File: src/source/lsu_pkg.sv
package lsu_pkg;

  // Byte address as seen by the load/store unit and the bus.
  typedef logic [31:0] addr_t;

  // One 32-bit data word.
  typedef logic [31:0] data_t;

  // Byte-lane write enables, one bit per byte of data_t.
  typedef logic [3:0] strb_t;

  // Access size code: 0 is byte, 1 is halfword, 2 is word.
  typedef logic [1:0] access_size_t;

  // SRAM holds 256 words, which is 1 KiB.
  localparam int MEM_WORDS = 256;

  // Word index bits, taken from address bits [9:2].
  localparam int MEM_INDEX_BITS = 8;

  // Cycles from read-address acceptance until read data is valid.
  localparam int READ_LATENCY = 2;

endpackage

File: src/source/axi_bus_if.sv
`timescale 1ns/1ps

interface axi_bus_if (
  input logic clock
);

  lsu_pkg::addr_t araddr;
  logic arvalid;
  logic arready;

  lsu_pkg::data_t rdata;
  logic rvalid;
  logic rready;

  lsu_pkg::addr_t awaddr;
  logic awvalid;
  logic awready;

  lsu_pkg::data_t wdata;
  lsu_pkg::strb_t wstrb;
  logic wvalid;
  logic wready;

  logic bvalid;
  logic bready;

  modport master (
    input clock,
    output araddr, arvalid, input arready,
    input rdata, rvalid, output rready,
    output awaddr, awvalid, input awready,
    output wdata, wstrb, wvalid, input wready,
    input bvalid, output bready
  );

  modport slave (
    input clock,
    input araddr, arvalid, output arready,
    output rdata, rvalid, input rready,
    input awaddr, awvalid, output awready,
    input wdata, wstrb, wvalid, output wready,
    output bvalid, input bready
  );

endinterface

File: src/source/load_store_unit.sv
`timescale 1ns/1ps

module load_store_unit (
  input logic clock,
  input logic reset,
  input logic req_valid,
  output logic req_ready,
  input lsu_pkg::addr_t req_addr,
  input lsu_pkg::access_size_t req_size,
  input logic req_signed,
  input logic req_write,
  input lsu_pkg::data_t req_wdata,
  output logic resp_valid,
  output lsu_pkg::data_t resp_rdata,
  axi_bus_if.master bus
);

  typedef enum logic {
    idle,
    busy
  } lsu_state_e;

  lsu_state_e state;
  lsu_state_e next_state;

  logic accept;
  lsu_pkg::strb_t size_mask;
  lsu_pkg::strb_t store_strb;
  lsu_pkg::data_t store_data;
  lsu_pkg::access_size_t load_size;
  logic load_signed;

  // Moves the addressed bytes down to bit 0 and extends them to a full word.
  function automatic lsu_pkg::data_t extend_load(
    input lsu_pkg::data_t word,
    input logic [1:0] offset,
    input lsu_pkg::access_size_t size,
    input logic sign
  );
    lsu_pkg::data_t shifted;
    shifted = word >> {offset, 3'b000};
    case (size)
      2'd0: extend_load = sign ? {{24{shifted[7]}}, shifted[7:0]} : {24'h0, shifted[7:0]};
      2'd1: extend_load = sign ? {{16{shifted[15]}}, shifted[15:0]} : {16'h0, shifted[15:0]};
      default: extend_load = shifted;
    endcase
  endfunction

  assign accept = (state == idle) && req_valid && req_ready;

  always_comb begin
    case (req_size)
      2'd0: size_mask = 4'b0001;
      2'd1: size_mask = 4'b0011;
      default: size_mask = 4'b1111;
    endcase
  end

  assign store_strb = size_mask << req_addr[1:0];
  assign store_data = req_wdata << {req_addr[1:0], 3'b000}; // Data lands in its byte lanes.

  always_ff @(posedge clock) begin
    if (reset) begin
      state <= idle;
    end else begin
      state <= next_state;
    end
  end

  always_comb begin
    next_state = state;
    case (state)
      idle: begin
        if (accept) begin
          next_state = busy;
        end
      end
      busy: begin
        if (bus.rvalid || bus.bvalid) begin
          next_state = idle;
        end
      end
      default: next_state = idle;
    endcase
  end

  always_ff @(posedge clock) begin
    if (reset) begin
      req_ready <= 1'b1;
      resp_valid <= 1'b0;
      bus.arvalid <= 1'b0;
      bus.awvalid <= 1'b0;
      bus.wvalid <= 1'b0;
      bus.rready <= 1'b0;
      bus.bready <= 1'b0;
    end else begin
      case (state)
        idle: begin
          bus.rready <= 1'b0;
          bus.bready <= 1'b0;
          resp_valid <= accept && req_write; // Stores finish from the caller's view at once.
          if (accept) begin
            req_ready <= 1'b0;
            bus.arvalid <= !req_write;
            bus.awvalid <= req_write;
            bus.wvalid <= req_write;
          end
        end
        busy: begin
          resp_valid <= 1'b0;
          if (bus.arready) begin
            bus.arvalid <= 1'b0;
          end
          if (bus.awready) begin
            bus.awvalid <= 1'b0;
          end
          if (bus.wready) begin
            bus.wvalid <= 1'b0;
          end
          if (bus.rvalid) begin
            bus.rready <= 1'b1;
            resp_valid <= 1'b1;
            req_ready <= 1'b1;
          end
          if (bus.bvalid) begin
            bus.bready <= 1'b1;
            req_ready <= 1'b1;
          end
        end
        default: req_ready <= 1'b1;
      endcase
    end
  end

  always_ff @(posedge clock) begin
    if (accept) begin
      bus.araddr <= req_addr;
      bus.awaddr <= req_addr;
      bus.wdata <= store_data;
      bus.wstrb <= store_strb;
      load_size <= req_size;
      load_signed <= req_signed;
    end
    if (state == busy && bus.rvalid) begin
      resp_rdata <= extend_load(bus.rdata, bus.araddr[1:0], load_size, load_signed);
    end
  end

endmodule

File: src/flat_wrapper.sv
// flat-port wrapper written by rule: the top's interface ports become plain ports
module load_store_unit_flat 
  (clock, reset, req_valid, req_ready, req_addr, req_size, req_signed, req_write, req_wdata, resp_valid, resp_rdata, bus_araddr, bus_arvalid, bus_arready, bus_rdata, bus_rvalid, bus_rready, bus_awaddr, bus_awvalid, bus_awready, bus_wdata, bus_wstrb, bus_wvalid, bus_wready, bus_bvalid, bus_bready);
  axi_bus_if bus_i (.clock(clock));
  input logic clock;
  input logic reset;
  input logic req_valid;
  output logic req_ready;
  input lsu_pkg::addr_t req_addr;
  input lsu_pkg::access_size_t req_size;
  input logic req_signed;
  input logic req_write;
  input lsu_pkg::data_t req_wdata;
  output logic resp_valid;
  output lsu_pkg::data_t resp_rdata;
  output wire logic [$bits(bus_i.araddr)-1:0] bus_araddr;
  output wire logic [$bits(bus_i.arvalid)-1:0] bus_arvalid;
  input wire logic [$bits(bus_i.arready)-1:0] bus_arready;
  input wire logic [$bits(bus_i.rdata)-1:0] bus_rdata;
  input wire logic [$bits(bus_i.rvalid)-1:0] bus_rvalid;
  output wire logic [$bits(bus_i.rready)-1:0] bus_rready;
  output wire logic [$bits(bus_i.awaddr)-1:0] bus_awaddr;
  output wire logic [$bits(bus_i.awvalid)-1:0] bus_awvalid;
  input wire logic [$bits(bus_i.awready)-1:0] bus_awready;
  output wire logic [$bits(bus_i.wdata)-1:0] bus_wdata;
  output wire logic [$bits(bus_i.wstrb)-1:0] bus_wstrb;
  output wire logic [$bits(bus_i.wvalid)-1:0] bus_wvalid;
  input wire logic [$bits(bus_i.wready)-1:0] bus_wready;
  input wire logic [$bits(bus_i.bvalid)-1:0] bus_bvalid;
  output wire logic [$bits(bus_i.bready)-1:0] bus_bready;
  assign bus_araddr = bus_i.araddr;
  assign bus_arvalid = bus_i.arvalid;
  assign bus_i.arready = bus_arready;
  assign bus_i.rdata = bus_rdata;
  assign bus_i.rvalid = bus_rvalid;
  assign bus_rready = bus_i.rready;
  assign bus_awaddr = bus_i.awaddr;
  assign bus_awvalid = bus_i.awvalid;
  assign bus_i.awready = bus_awready;
  assign bus_wdata = bus_i.wdata;
  assign bus_wstrb = bus_i.wstrb;
  assign bus_wvalid = bus_i.wvalid;
  assign bus_i.wready = bus_wready;
  assign bus_i.bvalid = bus_bvalid;
  assign bus_bready = bus_i.bready;
  load_store_unit u_core (.clock(clock), .reset(reset), .req_valid(req_valid), .req_ready(req_ready), .req_addr(req_addr), .req_size(req_size), .req_signed(req_signed), .req_write(req_write), .req_wdata(req_wdata), .resp_valid(resp_valid), .resp_rdata(resp_rdata), .bus(bus_i));
endmodule
File: config.mk
export PLATFORM = sky130hd
export DESIGN_NAME = load_store_unit_flat
export DESIGN_NICKNAME = d
export VERILOG_FILES = /design/src/source/lsu_pkg.sv /design/src/source/axi_bus_if.sv /design/src/source/load_store_unit.sv /design/src/flat_wrapper.sv
export SDC_FILE = /design/constraint.sdc
export NUM_CORES = 1
export LEC_CHECK = 0
export ABC_AREA = 0
export BUFFER_PORTS_ARGS = -buffer_cell sky130_fd_sc_hd__buf_2
export CAP_MARGIN = 30
export CORE_ASPECT_RATIO = 0.7
export CORE_UTILIZATION = 35
export CTS_CLUSTER_SIZE = 8
export DETAILED_ROUTE_END_ITERATION = 10
export PLACE_DENSITY = 0.67
export SYNTH_ARGS = -nofsm -noshare
export SYNTH_HDL_FRONTEND = slang
export SYNTH_SLANG_ARGS = --single-unit
export TNS_END_PERCENT = 5
File: constraint.sdc
create_clock -name clock -period 2.49 [get_ports clock]
set_input_delay 0.498 -clock clock [delete_from_list [all_inputs] [get_ports clock]]
set_output_delay 0.498 -clock clock [all_outputs]
set_load 0.05 [all_outputs]
# Yosys cells after proc, flatten, opt, wreduce, memory -nomap -nowiden
# Index checks and enable logic that the tools add are counted.
[totals] reg_bits=111 latch_bits=0 ramBits=0 romBits=0 elab_cells=63 mem_count=0
[classes] add_sub_neg=0 mul=0 div=0 order_cmp=0 eq_ne=9 n_shift=3 n_mux=24 bitwise=1 n_reduce_logical=12
[ops] cell="$mux 32" count=2
[ops] cell="$pmux 32 s2" count=1
[ops] cell="$shl 32x5->32" count=1
[ops] cell="$shr 32x5->32" count=1
[ops] cell="$pmux 1 s2" count=8
[ops] cell="$mux 1" count=12
[ops] cell="$ne 2x2->1 const B" count=5
[ops] cell="$pmux 4 s2" count=1
[ops] cell="$reduce_and 2->1" count=4
[ops] cell="$eq 2x1->1 const B" count=2
[ops] cell="$logic_and 1x1->1" count=4
[ops] cell="$logic_not 2->1" count=2
[ops] cell="$shl 4x2->4" count=1
[ops] cell="$ne 3x3->1 const B" count=1
[ops] cell="$ne 2x1->1 const B" count=1
[ops] cell="$logic_not 1->1" count=1
[ops] cell="$logic_or 1x1->1" count=1
[ops] cell="$not 1->1" count=1

# Depth between registers and ports, before layout
# Gate-level depths: netlist of run 1.
[depth] ltp_word=5 ltp_mapped=6 ltp_nobuf=4

# Worst setup path after synthesis of run 1
# OpenSTA, ideal clock, no wires.
[synth_path] path_kind="reg2reg" from="reg u_core.req_ready" to="reg u_core.bus.araddr[0], enable pin" setup_ns=0.427 arrival_time_ns=2.349 required_time_ns=2.063 setup_slack_ns=-0.286 path_stages_with_launch=3 path_cell_list="dfxtp_1 > nand3b_1 > inv_1"
[synth_via] elab_chain_cells=1
[synth_lines] element="start: declaration" line="load_store_unit.sv:7" source="output logic req_ready,"
[synth_lines] element="start signal: assignment" line="load_store_unit.sv:89" source="req_ready <= 1'b1;"
[synth_lines] element="start signal: assignment" line="load_store_unit.sv:103" source="req_ready <= 1'b0;"
[synth_lines] element="start signal: assignment" line="load_store_unit.sv:123" source="req_ready <= 1'b1;"
[synth_lines] element="$logic_and 1x1->1" line="load_store_unit.sv:49" source="assign accept = (state == idle) && req_valid && req_ready;"
[synth_lines] element="net u_core.accept" line="load_store_unit.sv:26" source="logic accept;"
[synth_lines] element="end signal: assignment" line="load_store_unit.sv:137" source="bus.araddr <= req_addr;"
[synth_lines] element="end: declaration" line="axi_bus_if.sv:29" source="output araddr, arvalid, input arready,"
# The timed path passes the listed nets, and every way through them passes these cells.
# A chain may end at the register's enable or synchronous reset.

# Final worst setup path of run 1
[layout_path] from="reg u_core.bus.araddr[0]" to="out bus_araddr[0]"
[layout_lines] element="end: declaration" line="flat_wrapper.sv:16" source="output wire logic [$bits(bus_i.araddr)-1:0] bus_araddr;"
# No word-level cell between the ends.

==> impl_metrics.env, run 1 <==
export IMPL_run_status="complete, no violations"
export IMPL_cts_setup_buffers=0
export IMPL_ctsRootBufferMaster="clkbuf_16"
export IMPL_postLayoutSetupSlackWorst_ps=498
export IMPL_power_frac_clock_pct=30.5
export IMPL_final_max_slew_viol_count=0
export IMPL_critPathLaunchType="register"
export IMPL_final_min_clock_period_ps=1990
export IMPL_grt_setup_unrepaired="no"
export IMPL_holdBufCountCts=0
export IMPL_coreArea_mm2=0.0139
export IMPL_period_share_pct=80.0
export IMPL_gp_congestion=0.857
export IMPL_slew_headroom_pct=57.0
export IMPL_holdCritPathClass="in2reg"
export IMPL_synth_edff_count=103
export IMPL_yosysMostFrequentCell="edfxtp_1"
export IMPL_fin_tns_setup_ps=0
export IMPL_postSynthAreaPerCell_um2=13.6
export IMPL_via_per_inst=4.77
export IMPL_num_vias=3691
export IMPL_nets=687
export IMPL_fmax_mhz=502
export IMPL_power_frac_comb_pct=21.9
export IMPL_hold_ws_ps=326
export IMPL_grt_first_pass_wirelength_mm=18.1
export IMPL_grt_use_total_pct=16.6
export IMPL_synth_distinct_cells=37
export IMPL_synthFlopType="edfxtp_1"
export IMPL_crit_type="reg2out"
export IMPL_p_int_uw=3160
export IMPL_initial_core_util_pct=35.8
export IMPL_io_pins=247
export IMPL_syn_num_nets=473
export IMPL_synth_area_leaders="edfxtp_1 62%, mux2i_1 6.4%, buf_4 4.8%, dfxtp_1 3.2%, a21oi_1 2.9%"
export IMPL_syn_to_final_growth_pct=30.0
export IMPL_power_switching_uw=1520
export IMPL_hpwl_mm=9.38
export IMPL_cp_end_kind="output pin"
export IMPL_final_hold_viol_count=0
export IMPL_grt_pass1_vias=3468
export IMPL_fin_util_pct=46.5
export IMPL_async_flop_share_pct=0
export IMPL_synth_top_cells_by_count="103 x edfxtp_1, 32 x buf_4, 32 x mux2i_1"
export IMPL_layout_drive_gt1_share_pct=48.6
export IMPL_p_seq_share_pct=47.5
export IMPL_die_y_um=102
export IMPL_cp_cell_sequence="buf_4, buf_2"
export IMPL_ys_ff_latch=111
export IMPL_setup_violations=0
export IMPL_rows=36
export IMPL_yosys_area_top_type="edfxtp_1"
export IMPL_synth_top_area_share_pct=62.1
export IMPL_io_buffers=246
export IMPL_worstPathRequired_ps=1990
export IMPL_yosysWarnings=0
export IMPL_cts_tree="done"
export IMPL_antenna_cells=0
export IMPL_maxCapViolations=0
export IMPL_ant_nets=0
export IMPL_p_per_area_mw_per_mm2=724
export IMPL_dieArea_mm2=0.0147
export IMPL_die_x_um=145
export IMPL_dp_worst_setup_slack_ps=616
export IMPL_synth_cell_area_mm2=0.00498
export IMPL_clk_pin_slew_ps=80
export IMPL_wire_per_inst_um=16.0
export IMPL_wirelength_mm=12.4
export IMPL_fin_worst_skew_ps=9.30
export IMPL_first_pass_iters=5
export IMPL_grt_max_degree=75
export IMPL_drc=0
export IMPL_yosysSeqAreaShare_pct=65.3
export IMPL_p_leak_uw=0.00273
export IMPL_worst_pin_slew_ps=643
export IMPL_dr_first_iter_drc_count=205
export IMPL_syn_inst=365
export IMPL_cts_buffer_depth=2
export IMPL_cts_max_level=3
export IMPL_crit_path_max_fanout=39
export IMPL_ir_worst_vdd_uv=399
export IMPL_crit_slowest_cell="edfxtp_1"
export IMPL_worstPathArrival_ps=1490
export IMPL_antenna_found_initial=0
export IMPL_cts_sinks=111
export IMPL_postCtsResizedCells=0
export IMPL_cpPeakStageDelay_ps=410
export IMPL_worst_skew_pair_late_latency_ps=340
export IMPL_grt_overflow=0
export IMPL_swShare_pct=32.5
export IMPL_numCtsBuffers=9
[metal layers]
layer | share of wire [%] | up-vias | track usage, %
met2 | 48 | 175 | 26.8
li1 | - | 1756 | -
met1 | 43 | 1747 | 20.6
met5 | 0 | - | 0
met4 | 1.4 | 0 | 5.51
met3 | 8.1 | 13 | 6.00
[cells in the final DEF (no fill, tap or decap), types with 9 or more instances in the layout]
master and count:
buf_2 246, edfxtp_1 103, mux2i_1 32, a21oi_1 29
nor2_1 20, nor2b_1 18, a211oi_1 16, nand2_1 14
and2_1 10, clkbuf_16 9
[power by group through the flow]
stage | Sequential [µW] | Clock [µW] | Combinational [µW]
floorplan | 2620 | 0 | 425
global placement | 2270 | 0 | 1020
detailed placement | 2270 | 0 | 1030
CTS | 2230 | 1480 | 1030
global route | 2240 | 1550 | 1090
finish | 2230 | 1430 | 1030
[layout make-up]
class	instances	area [µm²]
Tap cell	190	238
Timing Repair Buffer	254	1300
Inverter	2	11.3
Multi-Input combinational cell	201	1360
Clock buffer	9	225
Fill cell	1279	7450
Clock inverter	7	78.8
Sequential cell	111	3250
[through the flow]
stage                     total power, µW  instances  cell area, µm²
final                                4680        774            6470
after global routing                 4890        774            6470
after CTS                            4740        774            6470
after detailed placement             3300        758            6170
after global placement               3290        758            6170
after floorplan                      3050        365            4980
[path summary, 6_finish.rpt]
check                  startpoint               endpoint  slack (ps)  cells past startpoint
max reg2reg  u_core.bus.araddr[1]  u_core.resp_rdata[18]         620                      4
min                  req_addr[25]  u_core.bus.araddr[25]         330                      1
max          u_core.bus.araddr[0]          bus_araddr[0]         500                      2
min reg2reg    u_core.bus.awvalid     u_core.bus.awvalid         470                      2
[cells by family (layout without fill, tap and decap cells)]
| kind of cell | after synthesis | after routing | synth area share [%] |
|---|---|---|---|
| muxes | 34 | 34 | 7.01 |
| DFF | 111 | 111 | 65.3 |
| AOI/OAI and AO/OA | 83 | 83 | 11.4 |
| buffers and inverters | 53 | 272 | 7.34 |
| xor gates and xnor gates | 1 | 1 | 0.176 |
| and+or+nand+nor | 83 | 83 | 8.77 |
[registers in the layout (all words and copies together), names as in the netlist]
| register | count |
|---|---|
| u_core.bus.bready | 1 |
| u_core.load_size | 2 |
| u_core.bus.araddr | 32 |
| u_core.bus.rready | 1 |
| u_core.bus.wvalid | 1 |
| u_core.bus.arvalid | 1 |
| u_core.resp_valid | 1 |
| u_core.req_ready | 1 |
| u_core.bus.wdata | 32 |
| u_core.bus.awvalid | 1 |
| u_core.load_signed | 1 |
| u_core.resp_rdata | 32 |
| u_core.bus.wstrb | 4 |
| u_core.state | 1 |
[worst max-delay path: cells and delay by family, from the launching register on]
kind	cells	cell delay (ps)
buf+inv	2	730
flops	1	410
No activity file was read; power rests on OpenSTA's default activity.
==> inputs of run 2 (changes only) <==
==> constraint.sdc (replaced) <==
create_clock -name clock -period 1.8 [get_ports clock]
set_input_delay 0.36 -clock clock [delete_from_list [all_inputs] [get_ports clock]]
set_output_delay 0.36 -clock clock [all_outputs]
set_load 0.05 [all_outputs]
==> run 2 against run 1 <==
Against the previous run:
- final cell count increased by 0.65%
- clock skew about the same
- clock power increased by 38%
- register-to-register slack got worse by 540 ps
- total power increased by 39%
- count of clock-buffer cells in the layout unchanged
- combinational power increased by 41%
- critical path depth increased by 1
- core utilization increased by 0.67 points
- design area increased by 1.5%
- via count increased by 2.0%
- largest power group unchanged
==> impl_metrics.env, run 2 (same netlist as run 1, synthesis figures left out) <==
export IMPL_crit_path_max_fanout=16
export IMPL_cts_tree="done"
export IMPL_fmax_mhz=581
export IMPL_first_pass_iters=4
export IMPL_initial_core_util_pct=35.8
export IMPL_via_per_inst=4.83
export IMPL_maxCapViolations=0
export IMPL_p_per_area_mw_per_mm2=992
export IMPL_ant_nets=0
export IMPL_die_y_um=102
export IMPL_slew_headroom_pct=58.6
export IMPL_cts_buffer_depth=2
export IMPL_wire_per_inst_um=15.8
export IMPL_reg_top3="u_core.bus.araddr: 32 flops, u_core.bus.wdata: 32 flops, u_core.resp_rdata: 32 flops"
export IMPL_regToRegStartpoint="u_core.bus.araddr[1]"
export IMPL_crit_slowest_cell="edfxtp_1"
export IMPL_worst_pin_slew_ps=620
export IMPL_worst_skew_pair_late_latency_ps=350
export IMPL_grt_use_total_pct=16.4
export IMPL_critPathLaunchType="register"
export IMPL_ff2ff_path_depth=3
export IMPL_worstPathRequired_ps=1880
export IMPL_nFillCells=1268
export IMPL_dieArea_mm2=0.0147
export IMPL_r2r_end="u_core.resp_rdata[16]"
export IMPL_ir_worst_vdd_uv=570
export IMPL_gp_congestion=0.897
export IMPL_dr_first_iter_drc_count=151
export IMPL_period_share_pct=95.6
export IMPL_path_delay_family="compound AO/OA/AOI/OAI gates"
export IMPL_grt_overflow=0
export IMPL_r2r_setup_slack_ps=80
export IMPL_grt_max_degree=43
export IMPL_setup_violations=0
export IMPL_rows=36
export IMPL_fin_util_pct=47.2
export IMPL_final_min_clock_period_ps=1720
export IMPL_cts_setup_buffers=0
export IMPL_die_x_um=145
export IMPL_coreArea_mm2=0.0139
export IMPL_endpoint="u_core.resp_rdata[16]"
export IMPL_dp_worst_setup_slack_ps=106
export IMPL_final_max_slew_viol_count=0
export IMPL_placed_area_mm2=0.00626
export IMPL_grt_setup_unrepaired="no"
export IMPL_fin_tns_setup_ps=0
export IMPL_antenna_cells=0
export IMPL_holdBufCountCts=0
export IMPL_ctsRootBufferMaster="clkbuf_16"
export IMPL_p_leak_uw=0.00276
export IMPL_layout_drive_gt1_share_pct=49.4
export IMPL_run_status="complete, no violations"
export IMPL_multi_input_area_mm2=0.00136
export IMPL_num_vias=3763
export IMPL_cp_depth=3
export IMPL_regArea_mm2=0.00326
export IMPL_grt_pass1_vias=3427
export IMPL_postLayoutSetupSlackWorst_ps=78.7
export IMPL_cts_sinks=111
export IMPL_final_cell_area_mm2=0.00656
export IMPL_grt_first_pass_wirelength_mm=18.2
export IMPL_crit_type="reg2reg"
export IMPL_io_pins=247
export IMPL_antenna_found_initial=0
export IMPL_layout_common_cells="246 x buf_2, 103 x edfxtp_1, 32 x mux2i_1, 29 x a21oi_1, 20 x nor2_1"
export IMPL_cp_cell_sequence="mux2_4, o221ai_4, o22ai_1"
export IMPL_holdCritPathClass="in2reg"
export IMPL_clk_pin_slew_ps=80
export IMPL_fin_worst_skew_ps=9.33
export IMPL_final_common_cell="buf_2"
export IMPL_final_hold_viol_count=0
export IMPL_min_path_cells=1
export IMPL_wirelength_mm=12.3
export IMPL_io_buffers=246
export IMPL_nets=692
export IMPL_crit_buf_inv=0
export IMPL_cp_end_kind="register"
export IMPL_cpPeakStageDelay_ps=530
export IMPL_worstPathArrival_ps=1800
export IMPL_postCtsResizedCells=0
export IMPL_hpwl_mm=9.32
export IMPL_hold_ws_ps=186
export IMPL_drc=0
export IMPL_critPathLaunch="u_core.bus.araddr[1]"
export IMPL_numCtsBuffers=9
export IMPL_syn_to_final_growth_pct=31.8
export IMPL_cts_max_level=3
==> run 2: changes by cell type in the layout (fill, tap and decap cells not counted), sizes merged <==
cell      change
inv           -2
buf           +5
clkinvlp      +2
==> run 2: area by class of cell <==
cell class / instances / area share [%]
Clock buffer: 9 / 3.43
Tap cell: 190 / 3.62
Clock inverter: 7 / 1.16
Sequential cell: 111 / 49.6
Timing Repair Buffer: 259 / 21.3
Multi-Input combinational cell: 201 / 20.7
Inverter: 2 / 0.172
==> run 2: report_power, final <==
| part | switching (µW) | total, µW | internal (µW) |
|---|---|---|---|
| clock | 1000 | 1980 | 982 |
| combinational | 1060 | 1450 | 390 |
| sequential | 59.9 | 3080 | 3020 |
| total | 2120 | 6510 | 4390 |
==> run 2: per-stage QoR <==
stage	total power, µW	cells
floorplan	4220	365
global placement	4570	763
detailed placement	4590	763
CTS	6590	779
global route	6780	779
finish	6510	779
==> run 2: worst min-delay path by stage <==
stage	slack [ps]	endpoint	from
6_report	190	u_core.bus.araddr[28]	req_addr[28]
5_1_grt	170	u_core.bus.araddr[28]	req_addr[28]
4_1_cts	170	u_core.bus.araddr[28]	req_addr[28]
3_5_place_dp	460	u_core.bus.bready	u_core.bus.bready
3_3_place_gp	450	u_core.bus.bready	u_core.bus.bready
2_1_floorplan	420	u_core.state	reset
==> run 2: metal layers <==
layer / vias to the layer above / wire (µm) / global-route usage, %
li1: 1763 / - / -
met1: 1816 / 5240 / 21.3
met2: 176 / 5950 / 26.6
met3: 8 / 1010 / 4.92
met4: 0 / 116 / 4.70
met5: - / 0 / 0
